## src/design/cmp_pkg.sv

```systemverilog
package cmp_pkg;

  // --------------------
  // burst and size constants
  // --------------------

  // beats per memory burst
  localparam int unsigned BURST_LEN = 8;

  // one data block per beat, counted in bits by the size words
  localparam int unsigned GRANULE_BITS = 64;

  // width of a size FIFO word
  localparam int unsigned SIZE_W = 11;

  // largest compressed size that still beats raw data
  localparam int unsigned RAW_LIMIT = 512;

  // beat index and block count, zero up to BURST_LEN inclusive
  localparam int unsigned CNT_W = $clog2(BURST_LEN + 1);

  // --------------------
  // mode encoding
  // --------------------

  // 2'b00 is never produced by the selector
  typedef enum logic [1:0] {
    MODE_SR  = 2'b01,
    MODE_ZRL = 2'b10,
    MODE_BPC = 2'b11
  } mode_e;

  // --------------------
  // shared structs
  // --------------------

  // head of one show-ahead size FIFO
  // for sr only size[0] is meaningful, set means compression failed
  typedef struct packed {
    logic              empty;
    logic              th;
    logic [SIZE_W-1:0] size;
  } src_size_t;

  // one bit per compressor
  // full flags, read strobes
  typedef struct packed {
    logic sr;
    logic zrl;
    logic bpc;
  } src_flags_t;

  // what the output side emits for the current block
  // counts are already clamped to BURST_LEN
  typedef struct packed {
    mode_e            mode;
    logic [CNT_W-1:0] zrl_cnt;
    logic [CNT_W-1:0] bpc_cnt;
  } burst_plan_t;

endpackage

```

## src/design/cmp_burst_ctrl.sv

```systemverilog
`timescale 1ns/100ps

module cmp_burst_ctrl #(
  parameter int unsigned DATA_W = 64
) (
  input  logic                 clk,
  input  logic                 rst_n,
  // size FIFO heads, show-ahead
  input  cmp_pkg::src_size_t   sr_size_i,
  input  cmp_pkg::src_size_t   zrl_size_i,
  input  cmp_pkg::src_size_t   bpc_size_i,
  // data FIFO full flags
  input  cmp_pkg::src_flags_t  d_full_i,
  // burst plan from the mode selector
  input  cmp_pkg::burst_plan_t plan_i,
  // data FIFO heads, show-ahead
  input  logic [DATA_W-1:0]    sr_data_i,
  input  logic [DATA_W-1:0]    zrl_data_i,
  input  logic [DATA_W-1:0]    bpc_data_i,
  // memory side
  input  logic                 ready_i,
  output logic                 valid_o,
  output logic                 sop_o,
  output logic                 eop_o,
  output logic [DATA_W-1:0]    data_o,
  // FIFO pops
  output cmp_pkg::src_flags_t  data_rd_o,
  output logic                 size_rd_o,
  // compressor side
  output logic                 ready_o
);

  localparam int unsigned CNT_W = cmp_pkg::CNT_W;

  // index of the final beat in a burst
  localparam logic [CNT_W-1:0] LAST_BEAT = CNT_W'(cmp_pkg::BURST_LEN - 1);
  // sr always fills the whole burst
  localparam logic [CNT_W-1:0] FULL_CNT  = CNT_W'(cmp_pkg::BURST_LEN);

  // --------------------
  // handshake
  // --------------------

  logic valid;
  logic xfer;

  // a block is ready once every compressor has posted its size
  assign valid = ~(sr_size_i.empty | zrl_size_i.empty | bpc_size_i.empty);
  // beat moves on valid and ready together
  assign xfer  = valid & ready_i;

  assign valid_o = valid;

  // --------------------
  // beat counter
  // --------------------

  logic [CNT_W-1:0] beat_q;
  logic [CNT_W-1:0] beat_d;
  logic             last_beat;

  assign last_beat = beat_q == LAST_BEAT;

  // step per transfer, wrap after the last beat
  // holds under back-pressure
  always_comb begin
    beat_d = beat_q;
    if (xfer) begin
      if (last_beat) begin
        beat_d = '0;
      end else begin
        beat_d = beat_q + CNT_W'(1);
      end
    end
  end

  always_ff @(posedge clk or negedge rst_n) begin
    if (!rst_n) begin
      beat_q <= '0;
    end else begin
      beat_q <= beat_d;
    end
  end

  // --------------------
  // framing
  // --------------------

  // markers qualify the beat on the bus
  // they stay up while the beat waits for ready
  assign sop_o = valid & (beat_q == '0);
  assign eop_o = valid & last_beat;

  // size heads go away only with the last beat
  // so plan and valid hold through the burst
  assign size_rd_o = xfer & last_beat;

  // --------------------
  // padding
  // --------------------

  logic [CNT_W-1:0] sel_cnt;
  logic             pad;

  // block count of the source on the bus
  always_comb begin
    case (plan_i.mode)
      cmp_pkg::MODE_SR: begin
        sel_cnt = FULL_CNT;
      end
      cmp_pkg::MODE_ZRL: begin
        sel_cnt = plan_i.zrl_cnt;
      end
      cmp_pkg::MODE_BPC: begin
        sel_cnt = plan_i.bpc_cnt;
      end
      default: begin
        sel_cnt = '0;
      end
    endcase
  end

  // beats past the compressed blocks carry zeros
  assign pad = beat_q >= sel_cnt;

  // --------------------
  // drain strobes
  // --------------------

  // each source drops exactly the words it wrote
  // independent of which one got selected
  always_comb begin
    // sr writes a full burst every time
    data_rd_o.sr  = xfer;
    data_rd_o.zrl = xfer & (beat_q < plan_i.zrl_cnt);
    data_rd_o.bpc = xfer & (beat_q < plan_i.bpc_cnt);
  end

  // --------------------
  // data out
  // --------------------

  // zero when idle or padding, otherwise the selected head
  always_comb begin
    data_o = '0;
    if (valid && !pad) begin
      case (plan_i.mode)
        cmp_pkg::MODE_SR: begin
          data_o = sr_data_i;
        end
        cmp_pkg::MODE_ZRL: begin
          data_o = zrl_data_i;
        end
        cmp_pkg::MODE_BPC: begin
          data_o = bpc_data_i;
        end
        default: begin
          data_o = '0;
        end
      endcase
    end
  end

  // --------------------
  // upstream ready
  // --------------------

  logic any_full;
  logic any_th;

  assign any_full = d_full_i.sr | d_full_i.zrl | d_full_i.bpc;
  // size FIFO close to full, stop before it overflows
  assign any_th   = sr_size_i.th | zrl_size_i.th | bpc_size_i.th;

  // compressors run only while the memory side drains
  assign ready_o = ready_i & ~any_full & ~any_th;

endmodule

```

## src/design/cmp_intf_top.sv

```systemverilog
`timescale 1ns/100ps

module cmp_intf_top #(
  parameter int unsigned DATA_W = 64
) (
  input  logic                clk,
  input  logic                rst_n,
  // --------------------
  // compressor FIFOs
  // --------------------
  // size heads
  input  cmp_pkg::src_size_t  sr_size_i,
  input  cmp_pkg::src_size_t  zrl_size_i,
  input  cmp_pkg::src_size_t  bpc_size_i,
  // data FIFO full flags
  input  cmp_pkg::src_flags_t d_full_i,
  // data heads
  input  logic [DATA_W-1:0]   sr_data_i,
  input  logic [DATA_W-1:0]   zrl_data_i,
  input  logic [DATA_W-1:0]   bpc_data_i,
  // FIFO pops
  output cmp_pkg::src_flags_t data_rd_o,
  output logic                size_rd_o,
  // --------------------
  // memory side
  // --------------------
  input  logic                ready_i,
  output logic                valid_o,
  output logic                sop_o,
  output logic                eop_o,
  output logic [DATA_W-1:0]   data_o,
  // back to the compressor inputs
  output logic                ready_o
);

  // mode and block counts of the block at the FIFO heads
  cmp_pkg::burst_plan_t plan;

  // size heads to burst plan
  cmp_mode_select i_cmp_mode_select (
    .sr_size_i  (sr_size_i),
    .zrl_size_i (zrl_size_i),
    .bpc_size_i (bpc_size_i),
    .plan_o     (plan)
  );

  // burst sequencing and FIFO drain
  cmp_burst_ctrl #(
    .DATA_W (DATA_W)
  ) i_cmp_burst_ctrl (
    .clk        (clk),
    .rst_n      (rst_n),
    .sr_size_i  (sr_size_i),
    .zrl_size_i (zrl_size_i),
    .bpc_size_i (bpc_size_i),
    .d_full_i   (d_full_i),
    .plan_i     (plan),
    .sr_data_i  (sr_data_i),
    .zrl_data_i (zrl_data_i),
    .bpc_data_i (bpc_data_i),
    .ready_i    (ready_i),
    .valid_o    (valid_o),
    .sop_o      (sop_o),
    .eop_o      (eop_o),
    .data_o     (data_o),
    .data_rd_o  (data_rd_o),
    .size_rd_o  (size_rd_o),
    .ready_o    (ready_o)
  );

endmodule

```

## src/design/cmp_mode_select.sv

```systemverilog
`timescale 1ns/100ps

module cmp_mode_select (
  input  cmp_pkg::src_size_t   sr_size_i,
  input  cmp_pkg::src_size_t   zrl_size_i,
  input  cmp_pkg::src_size_t   bpc_size_i,
  output cmp_pkg::burst_plan_t plan_o
);

  // package widths
  localparam int unsigned SIZE_W = cmp_pkg::SIZE_W;
  localparam int unsigned SUM_W  = cmp_pkg::SIZE_W + 1;
  localparam int unsigned CNT_W  = cmp_pkg::CNT_W;
  // granule is a power of two
  // divide by shifting
  localparam int unsigned SHIFT  = $clog2(cmp_pkg::GRANULE_BITS);

  // --------------------
  // block count
  // --------------------

  // bits to blocks, rounded up
  // a block larger than the burst is clamped
  // that source failed anyway
  function automatic logic [CNT_W-1:0] block_cnt(input logic [SIZE_W-1:0] size);
    logic [SUM_W-1:0] rounded;
    logic [SUM_W-1:0] blocks;
    // extra msb keeps the carry of the rounding add
    rounded = {1'b0, size} + SUM_W'(cmp_pkg::GRANULE_BITS - 1);
    blocks  = rounded >> SHIFT;
    if (blocks > SUM_W'(cmp_pkg::BURST_LEN)) begin
      return CNT_W'(cmp_pkg::BURST_LEN);
    end
    return blocks[CNT_W-1:0];
  endfunction

  // --------------------
  // ok flags
  // --------------------

  logic sr_ok;
  logic zrl_ok;

  always_comb begin
    // sr reports pass/fail in bit 0
    sr_ok  = ~sr_size_i.size[0];
    // zrl passes when no larger than raw
    zrl_ok = zrl_size_i.size <= SIZE_W'(cmp_pkg::RAW_LIMIT);
  end

  // --------------------
  // mode priority
  // --------------------

  cmp_pkg::mode_e mode;

  // sr first, then zrl, bpc last
  always_comb begin
    casez ({sr_ok, zrl_ok})
      2'b1?: begin
        mode = cmp_pkg::MODE_SR;
      end
      2'b01: begin
        mode = cmp_pkg::MODE_ZRL;
      end
      default: begin
        // bpc takes the rest
        // also the block that nothing compressed
        mode = cmp_pkg::MODE_BPC;
      end
    endcase
  end

  // --------------------
  // plan out
  // --------------------

  // pure function of the size heads
  // stable for as long as the heads are not popped
  always_comb begin
    plan_o.mode    = mode;
    plan_o.zrl_cnt = block_cnt(zrl_size_i.size);
    plan_o.bpc_cnt = block_cnt(bpc_size_i.size);
  end

endmodule

```

## config.mk

```make
export PLATFORM = sky130hd
export DESIGN_NAME = cmp_intf_top
export DESIGN_NICKNAME = d
export VERILOG_FILES = /design/src/design/cmp_pkg.sv /design/src/design/cmp_burst_ctrl.sv /design/src/design/cmp_intf_top.sv /design/src/design/cmp_mode_select.sv
export SDC_FILE = /design/constraint.sdc
export NUM_CORES = 1
export LEC_CHECK = 0
export BUFFER_PORTS_ARGS = -buffer_cell sky130_fd_sc_hd__buf_2
export CAP_MARGIN = 20
export CORE_AREA = 3 3 117 119
export DETAILED_ROUTE_END_ITERATION = 12
export DIE_AREA = 0 0 120 122
export PLACE_DENSITY = 0.62
export SLEW_MARGIN = 10
export SYNTH_ARGS = -nofsm -noshare
export SYNTH_HDL_FRONTEND = slang
export SYNTH_SLANG_ARGS = --single-unit
```

## constraint.sdc

```tcl
create_clock -name clk -period 10.87 [get_ports clk]
set_clock_uncertainty 0.15 [all_clocks]
set_input_delay 2.174 -clock clk [delete_from_list [all_inputs] [get_ports clk]]
set_output_delay 2.174 -clock clk [all_outputs]
set_load 0.005 [all_outputs]
```

==> results by group <==
Outcome
  – Outcome: finished, final reports clean

Clock tree
  – Setup bufs post-CTS: 0
  – Reg clk slew, reported paths: 30 ps
  – Sink Count: 4
  – Root Driver: clkbuf_16
  – CTS tree: done
  – Cts bufs inserted: 3
  – Clock Path Buffers: 2
  – H-tree levels: 1
  – # resized after CTS: 0
  – # hold bufs at CTS: 0
  – Clock latency on the worst-skew pair: 230 ps

Logic synthesis
  – Mapped Cells: 402
  – Share of the synthesized area in the top cell type: 0.248
  – Synth Area per Inst: 5.61 um2
  – Yosys warning total: 0
  – Synth area leaders: a311oi_1 (25%), nand2_1 (23%), nor2_1 (12%), ha_1 (6.7%), clkbuf_1 (4.8%)
  – Number of flops mapped to enable cells by yosys: 0
  – #FFs+latches synth: 4
  – Synth cell types: 44
  – Synth async-reset ratio: 1.00
  – Most used flip-flop cell after synthesis: dfrtp_1
  – Post-Syn Area: 0.00226 mm2
  – Mapped Nets: 651
  – Largest area contributor in the netlist: a311oi_1
  – Seq/Total Area, Yosys: 0.0444

Setup path
  – Reg2Reg Setup Slack: 9530 ps
  – Worst r2r src: i_cmp_burst_ctrl.beat_q[1]$_DFFE_PN0P_
  – Critical Path End Type: primary output
  – Worst path cell trace: buf_2 -> nor4_1 -> a31o_2 -> a211oi_1 -> o21ai_0 -> ha_1 -> a211oi_1 -> o21ai_4 -> buf_4 -> a311oi_1 -> buf_2
  – Worst endpoint data arrival time: 5830 ps
  – Crit path launch type: input port
  – CP Buf/Inv Count: 3
  – CP max stage cell: a31o_2
  – Stages on the worst setup path: 11
  – Crit path max fanout: 36
  – Critical Path Source: zrl_size_i[10]
  – Critical path type: in -> out
  – Reg2Reg Depth: 4
  – Slowest stage delay, CP: 730 ps
  – CP delay by family, top: compound AO/OA/AOI/OAI gates
  – CP Data Required Time: 8550 ps

Placed design
  – Placed wire-length estimate: 9030 um
  – Input/output buffers: 298
  – # placed instances: 839
  – Setup WS pre-CTS: 2650 ps
  – GP Congestion: 0.803

Pwr
  – Clock share of power: 0.222
  – Int Power: 0.150 mW
  – Sequential Power Share: 0.131
  – Combinational share of power: 0.646
  – Net Sw Frac: 0.429
  – Sw Pwr: 0.112 mW
  – Cell Pwr Density: 66.4 mW/mm2
  – Max IR drop VDD: 0.0000737 V
  – Leak: 2.14 nW

Route
  – Drt pass-1 iters: 5
  – Routed WL: 11500 um
  – Routed vias: 3925
  – Via density: 4.66
  – Routed len/inst: 13.6 um
  – Detail Route Antenna Nets: 0
  – DRT iter0 DRCs: 138
  – Drc violations: 0

STA
  – Slew Limit Headroom: 0.358
  – Min Hold Slack: 490 ps
  – Setup tns final: 0 ps
  – Final Cycle Share: 0.750
  – Worst-Margin Slew: 959 ps
  – RSZ-0062 raised after global routing: false
  – Setup Viol. Count Final: 0
  – Slew Limit Fails: 0
  – Final hold vios: 0
  – Post-layout min period: 8160 ps
  – Peak Freq: 123 MHz
  – Final setup margin: 2710 ps

Final layout
  – Biggest regs: i_cmp_burst_ctrl.beat_q: 4 flops
  – Layout cells sized above 1: 0.470
  – Fin cells: 842
  – Most common cell after layout, fill and taps aside: buf_2
  – Syn-to-layout area delta: 74.9%
  – Utilization after layout: 0.311
  – Max reg flops: 4
  – Most flop-heavy register: i_cmp_burst_ctrl.beat_q
  – # diodes: 0
  – Nets@finish: 921
  – Most frequent cells in the layout: buf_2 (297), nand2_1 (136), nor2_1 (72)

Floorplan
  – Die height: 122 um
  – Starting density of the core: 0.178
  – Row count: 41
  – Top-Level Pins: 309
  – Core area: 0.0127 mm2
  – Die width: 120 um
  – Die area: 0.0146 mm2

Hold path
  – Hold Path Origin: i_cmp_burst_ctrl.beat_q[2]$_DFFE_PN0P_
  – Hold Path Depth: 1
  – Hold WC Path Type: reg -> reg

GRT
  – Total gr overflow: 0
  – Vias in the first global route: 3403
  – Largest net degree at the start of global routing: 77
  – First-pass GRT wire length: 16800 um
  – Total GRT Usage: 0.135
  – Initial antenna violation count: 0

Flow run
  – Max cap viols: 0
-- worst paths after layout --
kind	end
worst max-delay path	data_o[2]
worst min-delay path	i_cmp_burst_ctrl.beat_q[2]$_DFFE_PN0P_
worst max register to register	i_cmp_burst_ctrl.beat_q[0]$_DFFE_PN0P_
worst min register to register	i_cmp_burst_ctrl.beat_q[2]$_DFFE_PN0P_
max in group asynchronous	i_cmp_burst_ctrl.beat_q[0]$_DFFE_PN0P_
min in group asynchronous	i_cmp_burst_ctrl.beat_q[2]$_DFFE_PN0P_
-- layout make-up --
cell class	count	area (um2)
tap	172	215
timing repair buffer	302	1520
multi-input combinational	356	2010
fill	1483	8730
clock buffer	3	75.1
sequential	4	100
inverter	5	18.8
-- power groups by stage --
stage          clock network (mW)  logic (mW)  registers, mW
6_report                   0.0582       0.169         0.0344
5_1_grt                    0.0600       0.193         0.0359
4_1_cts                    0.0590       0.170         0.0341
3_5_place_dp                    0       0.169         0.0342
3_3_place_gp                    0       0.167         0.0343
2_1_floorplan                   0      0.0905         0.0303
-- cell families after synthesis --
logic type	after synthesis	share of synthesized area
mux	3	0.0139
buf+inv	42	0.0754
fa+ha+maj	12	0.0666
flops	4	0.0444
simple gates	241	0.447
xor+xnor	1	0.00388
compound gates	99	0.349
-- Yosys cell counts (all sizes together), types with 2 or more instances --
cell	instances
nor2b	4
a41oi	2
nand4	2
nor4	4
a211oi	3
buf	8
a31oi	2
nor2	72
or4	3
clkbuf	29
or3	4
dfrtp	4
mux2i	2
or2	4
inv	5
and2	2
a21o	4
o21ai	10
a311oi	64
nor3b	3
ha	12
a21oi	9
nand2	136
-- layer usage --
layer | vias up | global-route usage | wire [um]
met1 | 1736 | 0.180 | 4730
met5 | - | 0 | 0
met3 | 6 | 0.0186 | 957
met4 | 0 | 0.0208 | 76
li1 | 1992 | - | -
met2 | 191 | 0.236 | 5710
-- through the flow --
| stage | cell area, um2 | power [mW] |
|---|---|---|
| finish | 3950 | 0.262 |
| global route | 3950 | 0.289 |
| CTS | 3950 | 0.264 |
| detailed placement | 3870 | 0.203 |
| global placement | 3870 | 0.201 |
| floorplan | 2260 | 0.121 |
(Power assumes the default switching activity.)
